File: config.mk
export PLATFORM = sky130hd
export DESIGN_NAME = icache_hit_merge
export DESIGN_NICKNAME = d
export VERILOG_FILES = /design/src/icache_pkg.sv /design/src/icache_hit_merge.sv
export VERILOG_INCLUDE_DIRS = /design/src
export SDC_FILE = /design/constraint.sdc
export NUM_CORES = 1
export LEC_CHECK = 0
export BUFFER_PORTS_ARGS = -buffer_cell sky130_fd_sc_hd__buf_2
export CORE_AREA = 2 2 201 203
export DETAILED_ROUTE_END_ITERATION = 8
export DIE_AREA = 0 0 203 205
export PLACE_DENSITY = 0.4
export SLEW_MARGIN = 20
export SYNTH_ARGS = -nofsm -noshare
export SYNTH_HDL_FRONTEND = slang
export SYNTH_SLANG_ARGS = --single-unit
export TNS_END_PERCENT = 10
File: constraint.sdc
create_clock -name vclk -period 0.8
set_input_delay 0.16 -clock vclk [all_inputs]
set_output_delay 0.16 -clock vclk [all_outputs]
set_load 0.03 [all_outputs]
File: src/icache_config.svh
/* Cache geometry and address width. Set and line bits must agree with a
   16-byte line indexed by vaddr bits 11:4. Ways must be a power of two */
`ifndef ICACHE_CONFIG_SVH
`define ICACHE_CONFIG_SVH

// Virtual address width of the fetch path
`define ADDR_SIZE 40

// Associativity, 2 by default and 4 also supported
`define ICACHE_WAYS 2

// Set index width, 256 sets
`define ICACHE_SET_BITS 8

// One cache line, four 32-bit words
`define ICACHE_LINE_BITS 128

`endif
File: src/icache_pkg.sv
/* Cache-internal types: line, index split, way request and response, FSM states.
   Widths follow the config macros */
`default_nettype none
`include "icache_config.svh"

package icache_pkg;

    typedef logic [`ICACHE_LINE_BITS-1:0] icache_line_t;   // 16-byte line
    typedef logic [11:0]                  icache_idx_t;    // Page offset
    typedef logic [`ADDR_SIZE-13:0]       icache_vpn_t;    // VPN, used as tag
    typedef logic [`ICACHE_SET_BITS-1:0]  icache_set_t;    // Set index

    // Broadcast to every way
    typedef struct packed {
        logic         rd_en;   // Start a tag and data read
        icache_set_t  set;
        icache_vpn_t  tag;     // Compare tag on read, store tag on write
        logic         flush;   // Clear all valid bits
        icache_line_t wr_line; // Refill data
    } icache_way_req_t;

    // Per-way read result
    typedef struct packed {
        logic         hit;
        icache_line_t line;
    } icache_way_resp_t;

    // Controller states
    typedef enum logic [1:0] {
        IDLE,        // Ready for a request
        LOOKUP,      // Tag compare result available
        REFILL_REQ,  // Known miss after a flush, issue refill
        REFILL_WAIT  // Waiting for the memory line
    } icache_state_t;

endpackage

`default_nettype wire

File: src/icache_hit_merge.sv
/* Combines way results into one response. Hits are assumed one-hot;
   a completing refill takes priority over the hit line */
`timescale 1ns/1ns
`default_nettype none
`include "icache_config.svh"

module icache_hit_merge
    import icache_pkg::*;
(
    input  wire icache_way_resp_t [`ICACHE_WAYS-1:0] way_resp_i,
    input  wire icache_line_t                        refill_line_i,
    input  wire logic                                refill_done_i,
    input  wire logic                                resp_en_i,     // Cleared on kill
    output logic                                     hit_o,
    output logic                                     resp_valid_o,
    output icache_line_t                             resp_line_o
);

    icache_line_t hit_line;

    always_comb begin
        hit_o    = 1'b0;
        hit_line = '0;
        for (int w = 0; w < `ICACHE_WAYS; w++) begin
            hit_o    = hit_o | way_resp_i[w].hit;
            // Non-hitting ways masked to zero
            hit_line = hit_line | (way_resp_i[w].line & {`ICACHE_LINE_BITS{way_resp_i[w].hit}});
        end
    end

    assign resp_line_o  = refill_done_i ? refill_line_i : hit_line;
    assign resp_valid_o = resp_en_i & (refill_done_i | hit_o);

endmodule

`default_nettype wire

# Word level (Yosys, flattened, before mapping)
# Index checks and enable logic that the tools add are counted.
[op_classes] add_sub_neg=0 mul=0 div_mod_pow=0 n_lt_le_gt_ge=0 n_eq_ne=0 shifts=0 n_mux=1 n_bitwise=6 n_reduce_logical=0
[ops] operator="128-bit AND" n=2
[ops] operator="128-bit two-way mux" n=1
[ops] operator="128-bit bitwise OR" n=1
[ops] operator="1-bit bitwise OR" n=2
[ops] operator="1-bit AND" n=1
[word_totals] register_bits=0 latchBits=0 ramBits=0 mem_bits_ro=0 inputBits=388 output_inout_bits=130 word_cells=7 n_memories=0

# Logic depth before layout (Yosys ltp)
[logic_depth] word_depth=3 mapped_depth=4 mapped_depth_nobuf=2

# Least setup slack after synthesis
# No wires, ideal clock.
[synth_timing] path_kind="input -> output" from="input way_resp_i[257] (netlist bit)" to="output resp_line_o[0]" arrival_ns=1.078 setup_slack_ns=-0.438 path_stages=3 path_buffers=1 path_cell_list="buf_2 -> a22oi_1 -> o21ai_0"
[synth_via] elab_chain_len=3
[synth_rtl] element="start: declaration" line_no="icache_hit_merge.sv:10" source="input wire icache_way_resp_t [`ICACHE_WAYS-1:0] way_resp_i,"
[synth_rtl] element="128-bit AND" line_no="icache_hit_merge.sv:27" source="hit_line = hit_line | (way_resp_i[w].line & {`ICACHE_LINE_BITS{way_resp_i[w].hit}});"
[synth_rtl] element="128-bit bitwise OR" line_no="icache_hit_merge.sv:27"
[synth_rtl] element="128-bit two-way mux" line_no="icache_hit_merge.sv:31" source="assign resp_line_o = refill_done_i ? refill_line_i : hit_line;"
[synth_rtl] element="end: declaration" line_no="icache_hit_merge.sv:16" source="output icache_line_t resp_line_o"
# Every way passes these cells.

# Final worst setup path
[layout_timing] from="input way_resp_i[128] (netlist bit)" to="output resp_line_o[102]"
# Same word-level chain as after synthesis.

==> impl_metrics.json <==
{
  "violations_in_the_final_reports": "setup timing",
  "finalCritPeriodShare_pct": 156.1,
  "syn_to_final_growth_pct": 214.6,
  "fp.dieArea_um2": 41620,
  "worst_path_max_delay_cell": "sky130_fd_sc_hd__a22oi_2",
  "drc_errors": 0,
  "syn-cell-area_um2": 2455,
  "synth.avg_cell_area_um2": 5.554,
  "hold_start": "refill_line_i[93]",
  "finalNetCount": 1379,
  "tns_ns": -48.25,
  "max_freq_mhz": 800.8,
  "placed_cells": 1496,
  "layout.area.seq_um2": 0,
  "rsz_0062_raised_after_global_routing": "yes",
  "synth-simple-area-share_pct": 19.83,
  "detail_route.first_pass.iterations": 4,
  "synth.lib_cells_used.distinct": 10,
  "post_drt_via_cell_ratio": 3.792,
  "grt_first_pass_wirelength_um": 32180,
  "track_usage_pct": 10.03,
  "initial_utilization_pct": 6.236,
  "portBuffers": 518,
  "most_common_library_cell_in_the_layout_ignoring_fill_and_taps": "sky130_fd_sc_hd__buf_2",
  "run_status": "finished, violations left",
  "placer_congestion_estimate": 0.8110,
  "cellPowerDensity_nw_per_um2": 739.3,
  "route.detailed.wl_per_inst_um": 15.67,
  "final_layout_size_suffix_gt1_share_pct": 74.62,
  "crit_buf_inv": 4,
  "muxShareOfSynthArea_pct": 0,
  "arrival_time_of_data_at_the_critical_path_endpoint_ns": 1.09,
  "post_synth_xor_xnor_area_pct": 0,
  "std_cell_rows": 73,
  "hold_violations": 0,
  "critical-path-top-delay-family": "buffers and inverters",
  "synth.yosys.seq_area_share_pct": 0,
  "fp.dieH_um": 205,
  "routed_wl_um": 23720,
  "grt_antenna_before_repair": 0,
  "cp-end-kind": "output pin",
  "power_leakage_nw": 3.696,
  "crit_chain": "buf_16 -> buf_12 -> buf_4 -> a22oi_2 -> o21ai_4 -> buf_2",
  "cts_hold_repair.buffers": 0,
  "worstSetupPathType": "in2out",
  "boundaryPins": 518,
  "time_the_worst_path_needs_with_i_o_delays_and_setup_ns": 1.249,
  "timing.critical_path.required_ns": 0.64,
  "clockBufferCount": 0,
  "drv_cap": 0,
  "timing.final.max_slew_violations": 0,
  "first_global_vias": 5710,
  "hold_class": "in2out",
  "worstHoldPathCells": 4,
  "synth_compound_gate_area_share_pct": 65.55,
  "rel_slew_slack_pct": 81.51,
  "filler_cell_count": 4422,
  "mostFrequentLayoutCells": "sky130_fd_sc_hd__buf_2 (391), sky130_fd_sc_hd__buf_4 (135), sky130_fd_sc_hd__nand2_1 (128)",
  "critical_path.max_fanout": 8,
  "core_area_um2": 39370,
  "dr_total_vias": 5741,
  "grt_overflow": 0,
  "antennaDiodeCount": 0,
  "startpoint_type": "input port",
  "power_mw": 5.710,
  "min_delay_worst_endpoint": "resp_line_o[93]",
  "dp_hpwl_um": 16890,
  "remaining_number_of_nets_flagged_by_the_antenna_check_after_routing": 0,
  "report.final.setup_viol": 130,
  "grt_start_max_net_pins": 47,
  "synth_area_in_adders_pct": 0,
  "synth.yosys.warnings": 0,
  "worst_slack_ns": -0.4487,
  "syn-instance-count": 442,
  "drt-initial-drc-count": 281,
  "finished_layout_cells": 1514,
  "largest_incremental_delay_on_the_critical_path_ns": 0.21,
  "power.ir.vdd_worst_mv": 0.2903,
  "mappedNetlistNets": 830,
  "synth_top_family_by_area": "compound AO/OA/AOI/OAI gates",
  "worst_slew_pin_slew_ns": 0.2773,
  "seq_cell_count": 0,
  "multi_input_gate_area_um2": 2823,
  "dieWidth_um": 203
}
[worst min-delay path, delay by kind of cell]
family	cells	cell delay, ns
AOI/OAI and AO/OA	1	0.06
and+or+nand+nor	1	0.05
buffers and inverters	2	0.20
[timing repair]
| item | 4_1_cts | 5_1_grt |
|---|---|---|
| gates resized for setup | 266 | 45 |
| cloned | 13 | 1 |
| pin swaps | 24 | 31 |
| hold endpoints to repair | 0 | 0 |
| endpoints found under the setup margin | 130 | 130 |
| setup buffers | 4 | 0 |
[cells by family after synthesis]
kind of cell,count (synthesis)
AO/OA/AOI/OAI,257
AND/OR/NAND/NOR,129
buffers and inverters,56
[through the flow]
stage | setup WS [ns] | area, um^2 | util (%) | hold slack (ns)
floorplan | -0.3485 | 2689 | - | 0.5000
global placement | -0.6138 | 6216 | 15.79 | 0.6670
detailed placement | -0.6048 | 6216 | 15.79 | 0.6685
CTS | -0.4557 | 7527 | 19.12 | 0.6417
global route | -0.4843 | 7724 | 19.62 | 0.6442
finish | -0.4487 | 7724 | 19.62 | 0.6305
[area by class of cell]
| cell class | instances | area share (%) |
|---|---|---|
| timing repair buffer | 603 | 54.95 |
| tap | 525 | 8.505 |
| multi-input combinational | 386 | 36.55 |
[routing by layer]
metal / vias up / routed length [um] / GRT usage, %
met4: 0 / 782 / 3.597
met5: - / 0 / 0
met1: 2607 / 8733 / 11.34
li1: 2767 / - / -
met2: 333 / 12700 / 19.26
met3: 34 / 1503 / 1.129
[power breakdown]
group          internal [mW]  switching (mW)
Combinational           2.65            3.06
Clock                      0               0
Sequential                 0               0
Total                   2.65            3.06
[Yosys cell counts (all sizes together)]
master	instances	area share, %
clkbuf	3	0.46
nand2	128	20
or2	1	0.26
o21a	1	0.31
buf	53	14
o21ai	128	26
a22oi	128	39
[worst max-delay path by stage]
stage / startpoint / end / slack, ns / cells past startpoint
global placement: refill_done_i / resp_line_o[58] / -0.61 / 5
detailed placement: way_resp_i[128] / resp_line_o[58] / -0.60 / 6
finish: way_resp_i[128] / resp_line_o[102] / -0.45 / 6
global route: way_resp_i[128] / resp_line_o[46] / -0.48 / 6
CTS: way_resp_i[128] / resp_line_o[52] / -0.46 / 6
floorplan: way_resp_i[128] / resp_line_o[126] / -0.35 / 4
(Power assumes the default switching activity.)
