==> config.mk <==
export PLATFORM = sky130hd
export DESIGN_NAME = icache_ctrl
export DESIGN_NICKNAME = d
export VERILOG_FILES = /design/src/icache_pkg.sv /design/src/icache_ctrl.sv
export VERILOG_INCLUDE_DIRS = /design/src
export SDC_FILE = /design/constraint.sdc
export NUM_CORES = 1
export LEC_CHECK = 0
export BUFFER_PORTS_ARGS = -buffer_cell sky130_fd_sc_hd__clkbuf_2
export CAP_MARGIN = 10
export CORE_ASPECT_RATIO = 0.75
export CORE_MARGIN = 5
export CORE_UTILIZATION = 35
export DETAILED_ROUTE_END_ITERATION = 8
export PLACE_DENSITY_LB_ADDON = 0.25
export SETUP_SLACK_MARGIN = 0.4
export SYNTH_ARGS = -nofsm -noshare
export SYNTH_HDL_FRONTEND = slang
export SYNTH_SLANG_ARGS = --single-unit
==> constraint.sdc <==
create_clock -name clk_i -period 5 [get_ports clk_i]
set_input_delay 1 -clock clk_i [delete_from_list [all_inputs] [get_ports clk_i]]
set_output_delay 1 -clock clk_i [all_outputs]
set_load 0.02 [all_outputs]
==> src/icache_config.svh <==
/* Cache geometry and address width. Set and line bits must agree with a
   16-byte line indexed by vaddr bits 11:4. Ways must be a power of two */
`ifndef ICACHE_CONFIG_SVH
`define ICACHE_CONFIG_SVH

// Virtual address width of the fetch path
`define ADDR_SIZE 40

// Associativity, 2 by default and 4 also supported
`define ICACHE_WAYS 2

// Set index width, 256 sets
`define ICACHE_SET_BITS 8

// One cache line, four 32-bit words
`define ICACHE_LINE_BITS 128

`endif
==> src/icache_pkg.sv <==
/* Cache-internal types: line, index split, way request and response, FSM states.
   Widths follow the config macros */
`default_nettype none
`include "icache_config.svh"

package icache_pkg;

    typedef logic [`ICACHE_LINE_BITS-1:0] icache_line_t;   // 16-byte line
    typedef logic [11:0]                  icache_idx_t;    // Page offset
    typedef logic [`ADDR_SIZE-13:0]       icache_vpn_t;    // VPN, used as tag
    typedef logic [`ICACHE_SET_BITS-1:0]  icache_set_t;    // Set index

    // Broadcast to every way
    typedef struct packed {
        logic         rd_en;   // Start a tag and data read
        icache_set_t  set;
        icache_vpn_t  tag;     // Compare tag on read, store tag on write
        logic         flush;   // Clear all valid bits
        icache_line_t wr_line; // Refill data
    } icache_way_req_t;

    // Per-way read result
    typedef struct packed {
        logic         hit;
        icache_line_t line;
    } icache_way_resp_t;

    // Controller states
    typedef enum logic [1:0] {
        IDLE,        // Ready for a request
        LOOKUP,      // Tag compare result available
        REFILL_REQ,  // Known miss after a flush, issue refill
        REFILL_WAIT  // Waiting for the memory line
    } icache_state_t;

endpackage

`default_nettype wire

==> src/icache_ctrl.sv <==
/* Lookup and refill FSM handling one request at a time. Kill drops the response
   only and the refill still fills the victim way. Victim pointers are round robin per set */
`timescale 1ns/1ns
`default_nettype none
`include "icache_config.svh"

module icache_ctrl
    import icache_pkg::*;
(
    input  wire logic                clk_i,
    input  wire logic                rstn_i,
    input  wire logic                req_valid_i,
    input  wire icache_idx_t         req_idx_i,
    input  wire icache_vpn_t         req_vpn_i,
    input  wire logic                kill_i,
    input  wire logic                invalidate_i,
    input  wire logic                hit_i,           // From the merge and valid in LOOKUP
    output logic                     req_ready_o,
    output icache_way_req_t          way_req_o,
    output logic [`ICACHE_WAYS-1:0]  way_wr_o,        // One-hot fill strobe
    output icache_line_t             refill_line_o,
    output logic                     refill_done_o,
    output logic                     resp_en_o,
    output logic                     mem_req_valid_o,
    output logic [`ADDR_SIZE-5:0]    mem_req_line_addr_o,
    input  wire logic                mem_resp_valid_i,
    input  wire icache_line_t        mem_resp_line_i,
    output logic                     miss_o
);

    localparam int unsigned NUM_SETS = 2**`ICACHE_SET_BITS;
    localparam int unsigned PTR_BITS = (`ICACHE_WAYS > 1) ? $clog2(`ICACHE_WAYS) : 1;

    icache_state_t       state_q, state_d;
    icache_set_t         set_q;              // Set of the request in flight
    icache_vpn_t         tag_q;
    logic                drop_q;             // Response suppressed by a kill
    logic [PTR_BITS-1:0] victim_q [NUM_SETS];
    icache_set_t         req_set;
    logic                accept;
    logic                fill;
    logic                drop;

    assign req_set     = req_idx_i[`ICACHE_SET_BITS+3:4];
    assign req_ready_o = (state_q == IDLE);
    assign accept      = req_valid_i & req_ready_o;
    assign fill        = (state_q == REFILL_WAIT) & mem_resp_valid_i; // Line arrives
    assign drop        = drop_q | (kill_i & ~req_ready_o);

    always_comb begin
        state_d = state_q;
        case (state_q)
            IDLE: begin
                if (accept) begin
                    // A flush in the read cycle makes the lookup a sure miss
                    state_d = invalidate_i ? REFILL_REQ : LOOKUP;
                end
            end
            LOOKUP:      state_d = hit_i ? IDLE : REFILL_WAIT;
            REFILL_REQ:  state_d = REFILL_WAIT;
            REFILL_WAIT: state_d = mem_resp_valid_i ? IDLE : REFILL_WAIT;
            default:     state_d = IDLE;
        endcase
    end

    always_ff @(posedge clk_i, negedge rstn_i) begin
        if (!rstn_i) begin
            state_q <= IDLE;
            drop_q  <= 1'b0;
        end else begin
            state_q <= state_d;
            if (state_d == IDLE) begin
                drop_q <= 1'b0;
            end else if (kill_i && !req_ready_o) begin
                drop_q <= 1'b1;
            end
        end
    end

    // Request address capture
    always_ff @(posedge clk_i) begin
        if (accept) begin
            set_q <= req_set;
            tag_q <= req_vpn_i;
        end
    end

    always_ff @(posedge clk_i, negedge rstn_i) begin
        if (!rstn_i) begin
            for (int s = 0; s < NUM_SETS; s++) begin
                victim_q[s] <= '0;
            end
        end else if (fill) begin
            victim_q[set_q] <= victim_q[set_q] + 1'b1; // Wraps at way count
        end
    end

    always_comb begin
        way_req_o.rd_en   = accept;
        way_req_o.set     = req_ready_o ? req_set : set_q;
        way_req_o.tag     = req_ready_o ? req_vpn_i : tag_q;
        way_req_o.flush   = invalidate_i;
        way_req_o.wr_line = mem_resp_line_i;
        for (int w = 0; w < `ICACHE_WAYS; w++) begin
            way_wr_o[w] = fill && (victim_q[set_q] == PTR_BITS'(w));
        end
    end

    assign mem_req_valid_o     = (state_q == REFILL_REQ) | ((state_q == LOOKUP) & ~hit_i);
    assign mem_req_line_addr_o = {tag_q, set_q};
    assign miss_o              = mem_req_valid_o; // One pulse per refill
    assign refill_line_o       = mem_resp_line_i;
    assign refill_done_o       = fill;
    assign resp_en_o           = ((state_q == LOOKUP) | fill) & ~drop;

endmodule

`default_nettype wire

=== After elaboration in Yosys (flattened, before gate mapping) ===
Index checks and enable logic that the tools add are counted.

* $add $sub $neg: 1
* $lt $le $gt $ge: 2
* Equality and inequality tests: 3
* Muxes and demuxes: 15
* Bitwise operators: 13
* Reductions and logical operators: 8

{| class="wikitable"
|+ Operator list
! cell !! count
|-
| $bwmux 256 || 1
|-
| $mux 28 || 1
|-
| $ge 9x9->1 const B || 1
|-
| $lt 9x1->1 const B || 1
|-
| $not 8->9 || 1
|-
| $bmux 1 s8 || 1
|-
| $demux 1 s8 || 1
|-
| $mux 2 || 4
|-
| $mux 8 || 1
|-
| $pmux 2 s4 || 1
|-
| $and 1x1->1 || 5
|-
| $mux 1 || 5
|-
| $eq 2x2->1 const B || 2
|-
| $logic_and 1x1->1 || 4
|-
| $logic_not 2->1 || 2
|-
| $not 1->1 || 4
|-
| $or 1x1->1 || 3
|-
| $eq 2x1->1 const B || 1
|-
| $reduce_bool 2->1 || 1
|-
| $add 1x1->1 const B || 1
|-
| $logic_not 1->1 || 1
|}

* Flip-flop bits (word level): 295
* Input port bits: 175
* Output and inout bits: 337
* Word-level logic and storage cells: 302

=== Longest topological paths before layout ===
* Depth in word-level cells: 6
* Gate-level depth with buffers: 13
* Gate-level depth less buffers: 7

=== Worst setup path before layout ===
OpenSTA, ideal clock, no wires.

* Kind: register -> output
* Start: register set_q[0]
* End: output way_wr_o[1]
* Arrival: 2.646 ns
* Required time: 4.000 ns
* Setup slack: 1.354 ns
* Cell stages (with the launch flop): 14
* Path through: edfxtp_1 > buf_6 > buf_6 > buf_6 > buf_4 > buf_4 > mux2i_1 > a22oi_1 > nand3_1 > a41oi_1 > o31a_1 > buf_2 > nor2_1 > o22ai_1

* Cells in the longest elaborated chain, start to end: 5

{| class="wikitable"
|+ RTL lines
! item !! line !! source
|-
| start, declared || icache_ctrl.sv:35 || <nowiki>icache_set_t set_q;</nowiki>
|-
| start signal, assigned || icache_ctrl.sv:83 || <nowiki>set_q <= req_set;</nowiki>
|-
| $not 8->9 (not written as such) || icache_ctrl.sv:105 || <nowiki>way_wr_o[w] = fill && (victim_q[set_q] == PTR_BITS'(w));</nowiki>
|-
| $bmux 1 s8 || icache_ctrl.sv:105 ||
|-
| $mux 1 (not written as such) (2 in a row) || icache_ctrl.sv:105 ||
|-
| $logic_and 1x1->1 || icache_ctrl.sv:105 ||
|-
| end, declared || icache_ctrl.sv:20 || <nowiki>output logic [`ICACHE_WAYS-1:0] way_wr_o,</nowiki>
|}

Every way passes these cells. The select of a mux whose other input is x is not followed.

=== Final worst setup path ===
* Start: register set_q[0]
* End: output way_wr_o[0]

* Cells in the longest elaborated chain, start to end: 6

{| class="wikitable"
|+ RTL lines
! item !! line
|-
| $not 8->9 (not written as such) || icache_ctrl.sv:105
|-
| $bmux 1 s8 || icache_ctrl.sv:105
|-
| $mux 1 (not written as such) (2 in a row) || icache_ctrl.sv:105
|-
| $not 1->1 || icache_ctrl.sv:105
|-
| $logic_and 1x1->1 || icache_ctrl.sv:105
|}

Every way passes these cells. The select of a mux whose other input is x is not followed.

==> results.py <==
metrics = {
    "status": {
        "outcome": "complete, no violations",
    },
    "sta": {
        "grt_setup_unrepaired": "yes",
        "tightest_slew_ns": 1.161,
        "period_share_pct": 90.94,
        "finalClockSkew_ns": 0.01282,
        "fin_crit_ns": 4.547,
        "setup_viol": 0,
        "holdWs_ns": 0.4532,
        "finalHoldViolCount": 0,
        "maxSlewHeadroom_pct": 22.51,
        "slew_viol_final": 0,
        "setup_tns_ns": 0,
        "max_freq_mhz": 219.9,
    },
    "clock_tree": {
        "path_clk_slew_ns": 0.06,
        "numCtsBuffers": 34,
        "root_buffer": "clkbuf_16",
        "insertion_delay_ns": 0.53,
        "htreeDepth": 2,
        "clock_sinks": 295,
        "clockBufferDepth": 3,
        "cts_tree": "built",
    },
    "worst_setup_path": {
        "cpMostUsedCell": "nor2_1",
        "worstPathRequired_ns": 4.00,
        "crit_path_end_kind": "output pin",
        "crit_type": "flop to output pin",
        "crit_fanout": 26,
        "crit_path_cell_trace": "buf_12 -> buf_8 -> mux4_2 -> nor2_1 -> a2111oi_0 -> o31a_2 -> nor2_1 -> a22o_1 -> clkbuf_2",
        "cp_slowest_cell": "mux4_2",
        "startpoint_type": "flop",
        "slowest_delay_ns": 0.60,
        "reg2reg_depth": 9,
        "critical_path_arrival_ns": 3.55,
    },
    "detailed_routing": {
        "wl_per_cell_um": 24.55,
        "ant_nets": 0,
        "finalWirelength_mm": 53.26,
        "drc": 0,
        "vias": 12500,
        "drtPass1Iterations": 5,
        "viasPerCell": 5.759,
        "drt_iter0_drc": 1193,
    },
    "power_and_ir_drop": {
        "power.leakage_nw": 7.656,
        "cellPowerDensity_mw_per_mm2": 404.8,
        "ir_drop_v": 0.0001609,
    },
    "die": {
        "die_area_sq_mm": 0.05507,
        "die_h_um": 204.5,
        "rows": 71,
        "initial_utilization_pct": 35.29,
        "core_sq_mm": 0.05001,
        "io-pin-count": 512,
        "fp.dieW_um": 269.3,
    },
    "layout": {
        "fin_area_sq_mm": 0.01809,
        "post-route-util_pct": 36.17,
        "diodes": 0,
        "fin_cells": 2170,
        "regArea_sq_mm": 0.007562,
        "drive_gt1_share_pct": 27.63,
        "syn_to_final_growth_pct": 2.503,
        "fin_nets": 1664,
        "n_fill_cell": 4920,
        "multi_input_area_sq_mm": 0.007443,
    },
    "synth": {
        "netlist_instances": 1677,
        "synth.cell_area_sq_mm": 0.01765,
        "synthesis.nets": 1852,
        "ys_ff_latch": 295,
        "yosys_warnings": 0,
        "synth.distinct_cells": 38,
        "synth-async-reset-ratio_pct": 87.80,
        "syn_area_per_cell_sq_um": 10.53,
        "synth_edf_count": 36,
        "synth_ff_type": "dfrtp_1",
        "ys_seq_area_share_pct": 42.84,
    },
    "global_routing": {
        "gr-total-overflow": 0,
        "grt_max_degree": 129,
        "grt_antenna_before_repair": 1,
        "grt_usage_pct": 18.85,
        "grt_pass1_wl_mm": 81.49,
        "grt_pass1_vias": 12470,
    },
    "placement": {
        "placed_area_sq_mm": 0.01695,
        "placed_cells": 2106,
        "place_congestion": 0.8459,
        "io_buffers": 123,
        "hpwlAfterDp_mm": 34.47,
    },
    "run": {
        "drv_cap": 0,
    },
    "hold_path": {
        "hold_path_class": "input port to asynchronous set/reset pin",
    },
}
-- synth_stat cells, drive strengths merged (10+ instances only) --
cell	n	area [sq um]
dfrtp	259	6481
buf	351	2505
nand2	296	1111
nor3	10	50.05
a22oi	24	180.2
clkbuf	53	198.9
o41ai	128	1872
mux2	39	439.2
o31ai	128	960.9
nor2b	13	81.33
mux2i	66	660.6
nor2	32	120.1
edfxtp	36	1081
nand3	18	90.09
o21ai	136	680.7
mux4	34	765.7
-- cell usage in the layout (no fill, tap or decap), types with 3 or more instances in the layout --
| master | n |
|---|---|
| nand3_1 | 16 |
| o21ai_0 | 135 |
| nor2_1 | 25 |
| clkbuf_2 | 123 |
| o41ai_2 | 100 |
| nor2_2 | 6 |
| o41ai_1 | 28 |
| dfrtp_1 | 259 |
| buf_4 | 47 |
| mux2_2 | 39 |
| inv_1 | 8 |
| a2111oi_1 | 3 |
| mux2i_1 | 66 |
| buf_8 | 3 |
| a21oi_1 | 5 |
| clkbuf_1 | 12 |
| a31oi_1 | 4 |
| clkinv_2 | 4 |
| nand2b_1 | 8 |
| nor2b_1 | 13 |
| nor3_1 | 8 |
| nand2_1 | 296 |
| buf_12 | 7 |
| edfxtp_1 | 36 |
| o31ai_1 | 128 |
| clkbuf_16 | 37 |
| mux4_2 | 34 |
| a22o_1 | 5 |
| a22oi_1 | 24 |
| clkbuf_8 | 6 |
-- worst max-delay path, delay by kind of cell, from the launching register on --
| kind | cells | cell delay [ns] |
|---|---|---|
| mux | 1 | 0.60 |
| buf+inv | 3 | 0.76 |
| flops | 1 | 0.39 |
| simple gates | 2 | 0.48 |
| compound gates | 3 | 0.74 |
-- cell type report --
type	instances	area share, %
flip-flops and latches	295	41.80
clock buffers	55	5.823
inverters	8	0.1660
multi-input cells	970	41.14
clock inverters	5	0.1521
well taps	657	4.544
repair buffers	180	6.376
-- registers in the layout, summed over array words and instances, names as in the netlist --
register  count
set_q         8
state_q       2
tag_q        28
victim_q    256
drop_q        1
-- layer usage --
metal | track usage, % | up-vias | share of wire (%)
met5 | 1.842 | - | 0.24
met4 | 3.768 | 4 | 1.7
met3 | 7.006 | 70 | 10
met2 | 27.02 | 647 | 42
met1 | 27.24 | 6259 | 46
li1 | - | 5516 | -
-- kinds of logic (layout without fill, tap and decap cells) --
logic type	after synthesis	after routing	synth area share (%)
flops	295	295	42.84
compound gates	451	451	22.48
mux	139	139	10.57
buf+inv	412	248	15.49
simple gates	380	380	8.620
-- power breakdown --
group / internal [W] / switching, W / leakage [nW] / total, W
sequential: 0.00265 / 0.000136 / 3.93 / 0.00279
combinational: 0.000657 / 0.00143 / 3.20 / 0.00208
clock: 0.00144 / 0.00101 / 0.529 / 0.00246
-- path summary, 6_finish.rpt --
kind	start	endpoint	slack (ns)
max in group asynchronous	rstn_i	victim_q[39]	3.27
min in group clk_i	victim_q[89]	victim_q[89]	0.47
max reg2reg	set_q[4]	victim_q[6]	0.91
min	rstn_i	victim_q[130]	0.45
max	set_q[0]	way_wr_o[0]	0.45
min reg2reg	victim_q[89]	victim_q[89]	0.47
-- per-stage QoR --
stage               setup slack, ns  power (W)
detailed placement           0.6314   0.004897
finish                       0.4528   0.007324
CTS                          0.3828   0.007391
global placement             0.7030   0.004876
floorplan                     1.354   0.004534
global route                 0.3642   0.007665
-- what timing repair did --
action,in CTS,in global routing
hold buffers,0,0
endpoints found under the hold margin,0,0
gates cloned,0,0
resized for setup,2,5
pin swaps,0,0
setup endpoints to repair,2,2
setup buffers,3,0
(Power assumes the default switching activity.)
