==> config.mk <==
export PLATFORM = sky130hd
export DESIGN_NAME = icache_interface
export DESIGN_NICKNAME = d
export VERILOG_FILES = /design/src/icache_pkg.sv /design/src/drac_pkg.sv /design/src/icache_interface.sv
export VERILOG_INCLUDE_DIRS = /design/src
export SDC_FILE = /design/constraint.sdc
export NUM_CORES = 1
export LEC_CHECK = 0
export BUFFER_PORTS_ARGS = -buffer_cell sky130_fd_sc_hd__clkbuf_2
export CAP_MARGIN = 40
export CORE_AREA = 2 2 98 100
export DETAILED_ROUTE_END_ITERATION = 8
export DIE_AREA = 0 0 100 102
export PLACE_DENSITY = 0.52
export SETUP_SLACK_MARGIN = 0.1
export SYNTH_ARGS = -nofsm -noshare
export SYNTH_HDL_FRONTEND = slang
export SYNTH_SLANG_ARGS = --single-unit
==> constraint.sdc <==
create_clock -name clk_i -period 1.8 [get_ports clk_i]
set_input_delay 0.18 -clock clk_i [delete_from_list [all_inputs] [get_ports clk_i]]
set_output_delay 0.18 -clock clk_i [all_outputs]
set_load 0.02 [all_outputs]
==> src/icache_config.svh <==
/* Cache geometry and address width. Set and line bits must agree with a
   16-byte line indexed by vaddr bits 11:4. Ways must be a power of two */
`ifndef ICACHE_CONFIG_SVH
`define ICACHE_CONFIG_SVH

// Virtual address width of the fetch path
`define ADDR_SIZE 40

// Associativity, 2 by default and 4 also supported
`define ICACHE_WAYS 2

// Set index width, 256 sets
`define ICACHE_SET_BITS 8

// One cache line, four 32-bit words
`define ICACHE_LINE_BITS 128

`endif
==> src/icache_pkg.sv <==
/* Cache-internal types: line, index split, way request and response, FSM states.
   Widths follow the config macros */
`default_nettype none
`include "icache_config.svh"

package icache_pkg;

    typedef logic [`ICACHE_LINE_BITS-1:0] icache_line_t;   // 16-byte line
    typedef logic [11:0]                  icache_idx_t;    // Page offset
    typedef logic [`ADDR_SIZE-13:0]       icache_vpn_t;    // VPN, used as tag
    typedef logic [`ICACHE_SET_BITS-1:0]  icache_set_t;    // Set index

    // Broadcast to every way
    typedef struct packed {
        logic         rd_en;   // Start a tag and data read
        icache_set_t  set;
        icache_vpn_t  tag;     // Compare tag on read, store tag on write
        logic         flush;   // Clear all valid bits
        icache_line_t wr_line; // Refill data
    } icache_way_req_t;

    // Per-way read result
    typedef struct packed {
        logic         hit;
        icache_line_t line;
    } icache_way_resp_t;

    // Controller states
    typedef enum logic [1:0] {
        IDLE,        // Ready for a request
        LOOKUP,      // Tag compare result available
        REFILL_REQ,  // Known miss after a flush, issue refill
        REFILL_WAIT  // Waiting for the memory line
    } icache_state_t;

endpackage

`default_nettype wire

==> src/drac_pkg.sv <==
/* Core-facing types shared by fetch and the instruction cache.
   Address width comes from the cache config macros */
`default_nettype none
`include "icache_config.svh"

package drac_pkg;

    typedef logic [`ADDR_SIZE-1:0] addr_t;     // Fetch virtual address
    typedef logic [`ADDR_SIZE-1:0] reg_addr_t; // Registered PC

    // Fetch request packet, 44 bits
    typedef struct packed {
        logic  valid;
        addr_t vaddr;
        logic  invalidate_icache; // Flush all lines
        logic  invalidate_buffer; // Blocks the cache request
        logic  inval_fetch;       // Kill the request in flight
    } req_cpu_icache_t;

    // Response packet back to fetch, 34 bits
    typedef struct packed {
        logic        valid;
        logic [31:0] data;            // One instruction word
        logic        instr_page_fault;
    } resp_icache_cpu_t;

endpackage

`default_nettype wire

==> src/icache_interface.sv <==
/* Fetch-side adapter. Page faults answer in the request cycle without a cache access.
   Word select uses the PC held from the last accepted request */
`timescale 1ns/1ns
`default_nettype none
`include "icache_config.svh"

module icache_interface
    import drac_pkg::*;
    import icache_pkg::*;
(
    input  wire logic             clk_i,
    input  wire logic             rstn_i,
    input  wire req_cpu_icache_t  req_fetch_icache_i,
    input  wire logic             tlb_resp_xcp_if_i,      // Instruction page fault level
    input  wire icache_line_t     icache_resp_datablock_i,
    input  wire logic             icache_resp_valid_i,
    input  wire logic             icache_req_ready_i,
    output logic                  icache_invalidate_o,
    output icache_idx_t           icache_req_bits_idx_o,
    output logic                  icache_req_kill_o,
    output logic                  icache_req_valid_o,
    output icache_vpn_t           icache_req_bits_vpn_o,
    output resp_icache_cpu_t      resp_icache_fetch_o,
    output logic                  req_fetch_ready_o
);

    logic      do_request; // Request accepted this cycle, fault or not
    logic      pf_resp;    // Immediate fault response
    reg_addr_t old_pc_q;   // PC of the request being answered

    assign do_request = req_fetch_icache_i.valid & ~req_fetch_icache_i.invalidate_buffer &
                        icache_req_ready_i;
    assign pf_resp    = do_request & tlb_resp_xcp_if_i;

    // Address split toward the cache
    assign icache_req_bits_vpn_o = req_fetch_icache_i.vaddr[`ADDR_SIZE-1:12];
    assign icache_req_bits_idx_o = req_fetch_icache_i.vaddr[11:0];
    assign icache_req_valid_o    = do_request & ~tlb_resp_xcp_if_i; // No access on fault
    assign icache_req_kill_o     = req_fetch_icache_i.inval_fetch;
    assign icache_invalidate_o   = req_fetch_icache_i.invalidate_icache;
    assign req_fetch_ready_o     = icache_req_ready_i;

    // Hold the PC until the next accepted request
    always_ff @(posedge clk_i, negedge rstn_i) begin
        if (!rstn_i) begin
            old_pc_q <= '0;
        end else if (do_request) begin
            old_pc_q <= req_fetch_icache_i.vaddr;
        end
    end

    always_comb begin
        resp_icache_fetch_o.valid            = pf_resp | icache_resp_valid_i;
        resp_icache_fetch_o.instr_page_fault = pf_resp;
        if (pf_resp) begin
            resp_icache_fetch_o.data = 32'h0; // Faulting fetch returns no data
        end else begin
            case (old_pc_q[3:2])
                2'b00:   resp_icache_fetch_o.data = icache_resp_datablock_i[31:0];
                2'b01:   resp_icache_fetch_o.data = icache_resp_datablock_i[63:32];
                2'b10:   resp_icache_fetch_o.data = icache_resp_datablock_i[95:64];
                default: resp_icache_fetch_o.data = icache_resp_datablock_i[127:96];
            endcase
        end
    end

endmodule

`default_nettype wire

# --- After elaboration in Yosys (flattened, before gate mapping) ---
# Cells that the tools add are included.
word_totals:
  register_bits: 4
  in_bits: 177
  out_inout_bits: 78
  wordCells: 13
classes:
  eq_ne: 2
  n_mux: 2
  bitwise_logic: 7
  reduce_logical: 1
ops:
  columns: ["operator", "count"]
  rows:
  - ["$pmux 32 s3", 1]
  - ["$mux 32", 1]
  - ["$and 1x1->1", 4]
  - ["$eq 2x1->1 const B", 1]
  - ["$eq 2x2->1 const B", 1]
  - ["$logic_not 2->1", 1]
  - ["$not 1->1", 2]
  - ["$or 1x1->1", 1]

# --- Depth between registers and ports, before layout ---
# Gate-level depths: netlist of the first run.
depth:
  depth_word: 5
  ltp_mapped: 4
  depth_no_buf: 2

# --- Worst setup path after synthesis of the first run ---
# No wires, ideal clock.
synth_path:
  path_type: "register to output"
  startpoint: "register old_pc_q[2]"
  endpoint: "output resp_icache_fetch_o[10] (netlist bit)"
  arrival_time_ns: 1.309
  t_required_ns: 1.620
  setup_slack_ns: 0.311
  path_stages_with_launch: 5
  path_buffers: 2
  cell_sequence: "dfrtp_1 > buf_6 > buf_12 > mux4_2 > and2_1"
synth_rtl:
  columns: ["element", "line_no", "rtl"]
  rows:
  - ["start: declaration", "icache_interface.sv:29", "reg_addr_t old_pc_q;"]
  - ["start signal: assignment", "icache_interface.sv:48", "old_pc_q <= req_fetch_icache_i.vaddr;"]
  - ["end: declaration", "icache_interface.sv:23", "output resp_icache_cpu_t resp_icache_fetch_o,"]

==> Flow_metrics.wiki, run 1 <==
{| class="wikitable"
! Metric !! Value
|-
| Internal reg-to-reg setup slack || around 0.46 ns
|-
| Worst flop-to-flop path startpoint || old_pc_q[2]
|-
| Global route total overflow || 0
|-
| Remaining DRCs || 0
|-
| Via count || 1601
|-
| Post-layout util || 28.5%
|-
| Worst Min Path Start || req_fetch_icache_i[6]
|-
| Final HPWL DP || 4360 µm
|-
| Placement Setup Slack || about 0.088 ns
|-
| Critical Path RT || 1.62 ns
|-
| Post-detailed-routing wire length || approximately 5600 µm
|-
| Commonest cells in the synthesized netlist || sky130_fd_sc_hd__buf_4, sky130_fd_sc_hd__and2_1, sky130_fd_sc_hd__mux4_2, sky130_fd_sc_hd__clkbuf_1
|-
| Clock Skews || 0 ns
|-
| Worst hold path stage count || 2
|-
| Worst endpoint data arrival time || around 1.7 ns
|-
| RD Place Congestion || 0.701
|-
| Global-route wire length before repair || ~7500 µm
|-
| Unrepaired setup endpoints after global routing || true
|-
| Dominant cells by area after synthesis || sky130_fd_sc_hd__mux4_2, sky130_fd_sc_hd__buf_4, sky130_fd_sc_hd__and2_1
|-
| Crit-path cells || buf_12, clkbuf_16, mux4_2, and2_4, buf_6
|-
| Static leakage || between 1 and 1.5 nW
|-
| Dpl cell area || between 2000 and 2500 µm²
|-
| Max-slew headroom || between 70 and 80%
|-
| Synthesis-stage register bit count || 2
|-
| Critical register-to-register path endpoint || old_pc_q[2]
|-
| First drt pass iteration count || 4
|-
| Number of enable flip-flop cells after synthesis || 0
|-
| Clock Tree Buf Depth || 2
|-
| R2r worst-path depth || 5
|-
| Ports || 255
|-
| Synth cell types || 15
|-
| Wirelength per Cell || 15.0 µm
|-
| Clock Sink Count || 2
|-
| Proportion of synthesized chip area in sequential cells || under 10%
|-
| Total Neg Setup Slack || -1.20 ns
|-
| Number of buffers created by CTS || 3
|-
| Die Y-Extent || 102 µm
|-
| Count of fill cells added during filler insertion || 970
|-
| Count of yosys warnings during synthesis || 0
|-
| Core area || ~9100 µm²
|-
| Largest register FFs || 2
|-
| Most flop-heavy register || old_pc_q
|-
| Number of instances in the synthesized netlist || between 100 and 150
|-
| Transition time at the pin with the least slew margin || 0.359 ns
|-
| Class of the most critical setup path || flip-flop to primary output
|-
| Cell chosen for the clock root || sky130_fd_sc_hd__clkbuf_8
|-
| Number of vias per cell after detailed routing || roughly 4.3
|-
| Final worst setup slack || -0.0646 ns
|-
| Registers with the most flip-flops || old_pc_q: 2 flops
|-
| Pin count of the biggest net entering global routing || 35
|-
| Max-cap violations || 0
|-
| DRC marker count from the first detailed-route iteration || 12
|-
| Final setup violating endpoints || 30
|-
| Die ar. || ~10000 µm²
|-
| Kind of start point of the critical path || flip-flop
|-
| Share of the clock period used by the worst path after layout || 104%
|-
| Number of global-route vias before repair || 1567
|-
| Share of post-route cells with drive strength above 1 || a little over nine tenths
|-
| Clock Pin Slew Worst Setup and Hold Paths || around 0.030 ns
|-
| Post-route cell area || around 2600 µm²
|-
| Final antenna-violating net count || 0
|-
| Most instantiated library cell after synthesis || sky130_fd_sc_hd__buf_4
|-
| Worst-skew pair later-pin latency || between 0.2 and 0.25 ns
|-
| Endpoint of the worst hold-timing path || old_pc_q[3]
|-
| Number of cells in the finished layout apart from fillers || 376
|-
| Max H-tree Level || 1
|-
| Post-synth top area cell || sky130_fd_sc_hd__mux4_2
|-
| Number of antenna violations at the first check in global routing || 0
|-
| Final-report hold violation count || 0
|-
| Avg Cell Area, Syn || about 11 µm²
|-
| Share of async-settable or async-resettable flops after synthesis || 100%
|-
| Number of placement rows || 35
|-
| Antenna diodes || 0
|-
| Ys flop type || sky130_fd_sc_hd__dfrtp_1
|-
| Critical Path Sink Type || primary output
|-
| Total routing usage reported by global routing || around a tenth
|-
| Buffers on Ports || 174
|-
| TritonCTS clock tree || built
|-
| Die outline width || about 100 µm
|-
| Cells after DPL || about 360
|-
| PD cells || approximately 760 nW/µm²
|-
| Final slew viol count || 0
|-
| Fraction of synthesized cell area taken by the top area cell type || between 40% and 50%
|-
| Number of nets in the layout || about 440
|-
| Synthesis-to-finish area growth || 77.0%
|-
| Starting density of the core || between 15 and 20%
|-
| Failing checks || negative setup slack
|-
| Combined area of all synthesized cells || between 1000 and 1500 µm²
|-
| Worst ir drop on vdd || ~0.42 mV
|-
| Minimum period implied by the final worst setup slack || 1.86 ns
|-
| Min-delay worst type || input pin to flip-flop
|-
| Crit path max-delay cell type || sky130_fd_sc_hd__mux4_2
|-
| Outcome || complete, but fails checks
|-
| Number of nets in the synthesized netlist || about 310
|-
| Maximum fanout along the worst path || 6
|-
| Max Clk Rate || between 500 and 600 MHz
|-
| Largest incremental delay on the critical path || between 0.4 and 0.5 ns
|}
==> metrics by stage <==
step	power (mW)	hold slack, ns
floorplan	1.03	-0.116
global placement	1.24	-0.0256
detailed placement	1.26	-0.0236
CTS	1.56	0.234
global route	2.10	0.236
finish	1.97	0.237
==> worst max-delay path by stage <==
stage | startpoint | to | slack [ns]
detailed placement | old_pc_q[2] | resp_icache_fetch_o[3] | 0.09
global route | old_pc_q[2] | resp_icache_fetch_o[14] | -0.13
CTS | old_pc_q[2] | resp_icache_fetch_o[25] | -0.1
finish | old_pc_q[2] | resp_icache_fetch_o[14] | -0.06
floorplan | old_pc_q[2] | resp_icache_fetch_o[10] | 0.31
global placement | old_pc_q[2] | resp_icache_fetch_o[21] | 0.13
==> report_power, final <==
part	internal [mW]	switching (mW)	leakage, nW
clock	0.151	0.0394	0.0228
combinational	1.07	0.647	1.28
sequential	0.0548	0.00963	0.0226
total	1.28	0.696	1.33
==> kinds of logic after synthesis <==
kind of cell	after synthesis	share of synthesized area [%]
buf+inv	56	29.7
simple gates	36	15.4
mux	34	51.5
flops	2	3.41
==> cell usage in the layout (no fill, tap or decap) <==
master and count:
sky130_fd_sc_hd__clkbuf_8 4, sky130_fd_sc_hd__nor2_1 1, sky130_fd_sc_hd__and2_1 3, sky130_fd_sc_hd__nand4b_1 1, sky130_fd_sc_hd__clkbuf_4 2, sky130_fd_sc_hd__dlygate4sd3_1 1
sky130_fd_sc_hd__buf_4 4, sky130_fd_sc_hd__clkbuf_2 142, sky130_fd_sc_hd__and2_4 29, sky130_fd_sc_hd__mux4_1 2, sky130_fd_sc_hd__buf_12 3, sky130_fd_sc_hd__dfrtp_1 1
sky130_fd_sc_hd__mux4_2 30, sky130_fd_sc_hd__clkbuf_1 1, sky130_fd_sc_hd__mux2_2 2, sky130_fd_sc_hd__buf_6 30, sky130_fd_sc_hd__inv_1 1, sky130_fd_sc_hd__buf_16 2
sky130_fd_sc_hd__nand3b_1 1, sky130_fd_sc_hd__nand2b_1 1, sky130_fd_sc_hd__clkbuf_16 3, sky130_fd_sc_hd__dfrtp_2 1
==> final cells by class <==
class | instances | area [µm²] | area share (%)
clock buffer | 4 | 45.0 | 1.73
inverter | 1 | 3.75 | 0.145
multi-input combinational | 70 | 1050 | 40.4
sequential | 2 | 51.3 | 1.98
tap | 111 | 139 | 5.35
timing repair buffer | 188 | 1310 | 50.4
==> worst max-delay path, delay by kind of cell (launching register included) <==
kind                   cells  cell delay [ns]
buffers and inverters      3             0.41
flip-flops                 1             0.39
multiplexers               1             0.49
AND/OR/NAND/NOR            1             0.17
==> metal layers <==
metal,vias to the layer above,GRT usage [%],part of all wire [%]
met5,-,0,0
li1,708,-,-
met3,12,3.35,11
met4,0,3.27,1.5
met1,758,10.2,36
met2,123,17.2,51
==> repair_timing <==
| item | 4_1_cts | 5_1_grt |
|---|---|---|
| hold endpoints to repair | 2 | 0 |
| buffers inserted | 4 | 1 |
| gates resized for setup | 6 | 118 |
| hold buffers | 1 | 0 |
| setup endpoints to repair | 32 | 32 |
| gates cloned | 1 | 3 |
Power figures use the tool's default switching activity.
==> run 2: changes to the inputs <==
--- a/config.mk
+++ b/config.mk
@@ -6,12 +6,12 @@
 export SDC_FILE = /design/constraint.sdc
 export NUM_CORES = 1
 export LEC_CHECK = 0
-export BUFFER_PORTS_ARGS = -buffer_cell sky130_fd_sc_hd__clkbuf_2
 export CAP_MARGIN = 40
 export CORE_AREA = 2 2 98 100
 export DETAILED_ROUTE_END_ITERATION = 8
 export DIE_AREA = 0 0 100 102
-export PLACE_DENSITY = 0.52
+export DONT_BUFFER_PORTS = 1
+export PLACE_DENSITY = 0.3
 export SETUP_SLACK_MARGIN = 0.1
 export SYNTH_ARGS = -nofsm -noshare
 export SYNTH_HDL_FRONTEND = slang
==> constraint.sdc (replaced) <==
create_clock -name clk_i -period 1.8 [get_ports clk_i]
set_input_delay 0.36 -clock clk_i [delete_from_list [all_inputs] [get_ports clk_i]]
set_output_delay 0.36 -clock clk_i [all_outputs]
set_load 0.02 [all_outputs]
==> Flow_metrics.wiki, run 2 (synthesis gave the netlist of run 1 again) <==
{| class="wikitable"
! Metric !! Value
|-
| Final setup violating endpoints || 32
|-
| Registers with the most flip-flops || old_pc_q: 2 flops
|-
| Clock Sink Count || 2
|-
| Ports || roughly 260
|-
| Wirelength per Cell || around 27 µm
|-
| Starting density of the core || approximately 16%
|-
| Crit path max-delay cell type || sky130_fd_sc_hd__mux4_2
|-
| Post-detailed-routing wire length || a little under 6000 µm
|-
| Clock Skews || 0 ns
|-
| Global route total overflow || 0
|-
| Antenna diodes || 0
|-
| Crit-path cells || buf_12, buf_12, mux4_2, and2_4, buf_12
|-
| Critical Path RT || approximately 1.4 ns
|-
| Placement Setup Slack || -0.0429 ns
|-
| Transition time at the pin with the least slew margin || roughly 0.38 ns
|-
| Via count || 960
|-
| Remaining DRCs || 0
|-
| Worst-skew pair later-pin latency || approximately 0.22 ns
|-
| Share of post-route cells with drive strength above 1 || between 90 and 100%
|-
| Static leakage || 0.588 nW
|-
| Max Clk Rate || about 500 MHz
|-
| TritonCTS clock tree || built
|-
| Kind of start point of the critical path || flip-flop
|-
| Die ar. || around 10000 µm²
|-
| Final-report hold violation count || 0
|-
| Buffers on Ports || 0
|-
| Final worst setup slack || -0.207 ns
|-
| Die Y-Extent || 102 µm
|-
| Minimum period implied by the final worst setup slack || approximately 2.0 ns
|-
| Number of nets in the layout || between 200 and 300
|-
| Buffers and inverters on the worst path || 3
|-
| Post-layout util || 17.7%
|-
| Maximum fanout along the worst path || 6
|-
| Total Neg Setup Slack || -5.03 ns
|-
| Commonest cells after routing, fill and taps aside || sky130_fd_sc_hd__mux4_2, sky130_fd_sc_hd__and2_4, sky130_fd_sc_hd__buf_4
|-
| Min-delay worst type || input pin to flip-flop
|-
| Max H-tree Level || 1
|-
| Unrepaired setup endpoints after global routing || true
|-
| Number of placement rows || 35
|-
| Class of the most critical setup path || flip-flop to primary output
|-
| Cell mode on critical path || sky130_fd_sc_hd__buf_12
|-
| Max-cap violations || 0
|-
| Outcome || complete, but fails checks
|-
| Die outline width || ~100 µm
|-
| Met1 Use GR || 10.5%
|-
| DRC marker count from the first detailed-route iteration || 28
|-
| Number of antenna violations at the first check in global routing || 1
|-
| Global-route wire length before repair || 7420 µm
|-
| Gr busiest metal || met2
|-
| Largest incremental delay on the critical path || slightly above 0.5 ns
|-
| Pin count of the biggest net entering global routing || 24
|-
| Share of the clock period used by the worst path after layout || 112%
|-
| Cells after DPL || 194
|-
| Largest register FFs || 2
|-
| First drt pass iteration count || 3
|-
| Max-slew headroom || between 70% and 80%
|-
| RD Place Congestion || 0.740
|-
| Met3 Use GR || around 4.0%
|-
| Global-route track usage on met2 || between 10% and 20%
|-
| Clock Tree Buf Depth || 2
|-
| Failing checks || negative setup slack
|-
| Worst endpoint data arrival time || 1.65 ns
|-
| Synthesis-to-finish area growth || 10.2%
|-
| Most flop-heavy register || old_pc_q
|-
| Final antenna-violating net count || 0
|-
| Number of buffers created by CTS || 3
|-
| Top Family by Delay on Critical Path || multiplexers
|-
| PD cells || 958 nW/µm²
|-
| Cell chosen for the clock root || sky130_fd_sc_hd__clkbuf_8
|-
| Number of global-route vias before repair || 1158
|-
| Final slew viol count || 0
|-
| Count of fill cells added during filler insertion || 1001
|-
| Number of vias per cell after detailed routing || 4.57
|-
| Core area || between 9000 and 10000 µm²
|-
| Clock Pin Slew Worst Setup and Hold Paths || ~0.030 ns
|-
| Critical Path Sink Type || primary output
|-
| Total routing usage reported by global routing || under 10%
|-
| Worst ir drop on vdd || 0.542 mV
|-
| Number of cells in the finished layout apart from fillers || 210
|}
==> run 2: cell type report <==
type / count / area, µm² / share of cell area [%]
clock buffers: 4 / 45.0 / 2.79
repair buffers: 22 / 327 / 20.2
multi-input cells: 70 / 1050 / 65.0
inverters: 1 / 3.75 / 0.232
flip-flops and latches: 2 / 51.3 / 3.18
well taps: 111 / 139 / 8.60
==> run 2: worst paths after layout <==
path                            slack (ns)             startpoint                 endpoint  cells after the start
min in group asynchronous             0.38                 rstn_i              old_pc_q[2]                      1
max in group asynchronous             1.28                 rstn_i              old_pc_q[2]                      1
worst max register to register        0.34            old_pc_q[2]              old_pc_q[2]                      6
worst min-delay path                  0.31  req_fetch_icache_i[5]              old_pc_q[2]                      1
worst min register to register        0.79            old_pc_q[3]              old_pc_q[3]                      2
worst max-delay path                 -0.21            old_pc_q[2]  resp_icache_fetch_o[24]                      5
==> run 2: stage by stage <==
stage,hold slack (ns),cell area (µm²),power (mW)
2_1_floorplan,0.0644,1470,1.03
3_3_place_gp,0.0645,1290,0.989
5_1_grt,0.306,1620,1.63
3_5_place_dp,0.0645,1290,1.00
4_1_cts,0.302,1500,1.43
6_report,0.306,1620,1.55
==> run 2: what timing repair did <==
item | 4_1_cts | 5_1_grt
buffers inserted | 3 | 5
pin swaps | 0 | 3
endpoints found under the hold margin | 2 | 0
setup endpoints to repair | 32 | 32
hold buffers | 1 | 0
gates cloned | 2 | 2
resized for setup | 47 | 25
==> run 2: worst reg2reg max path, cell delays in order, from the launching register on <==
cell                        delay [ns]
sky130_fd_sc_hd__dfrtp_2          0.40
sky130_fd_sc_hd__buf_12           0.14
sky130_fd_sc_hd__buf_12           0.13
sky130_fd_sc_hd__clkbuf_16        0.15
sky130_fd_sc_hd__buf_4            0.13
sky130_fd_sc_hd__buf_4            0.13
sky130_fd_sc_hd__mux2_2           0.26
==> run 2: power breakdown <==
group | switching [mW] | internal (mW) | leakage (nW)
Clock | 0.0417 | 0.151 | 0.0228
Combinational | 0.555 | 0.738 | 0.542
Sequential | 0.00801 | 0.0547 | 0.0226
Total | 0.604 | 0.943 | 0.588
==> run 2: layer usage <==
| metal | up-vias | share of wire (%) |
|---|---|---|
| li1 | 371 | - |
| met2 | 112 | 54 |
| met4 | 2 | 1.2 |
| met3 | 18 | 12 |
| met1 | 457 | 32 |
| met5 | - | 0.19 |
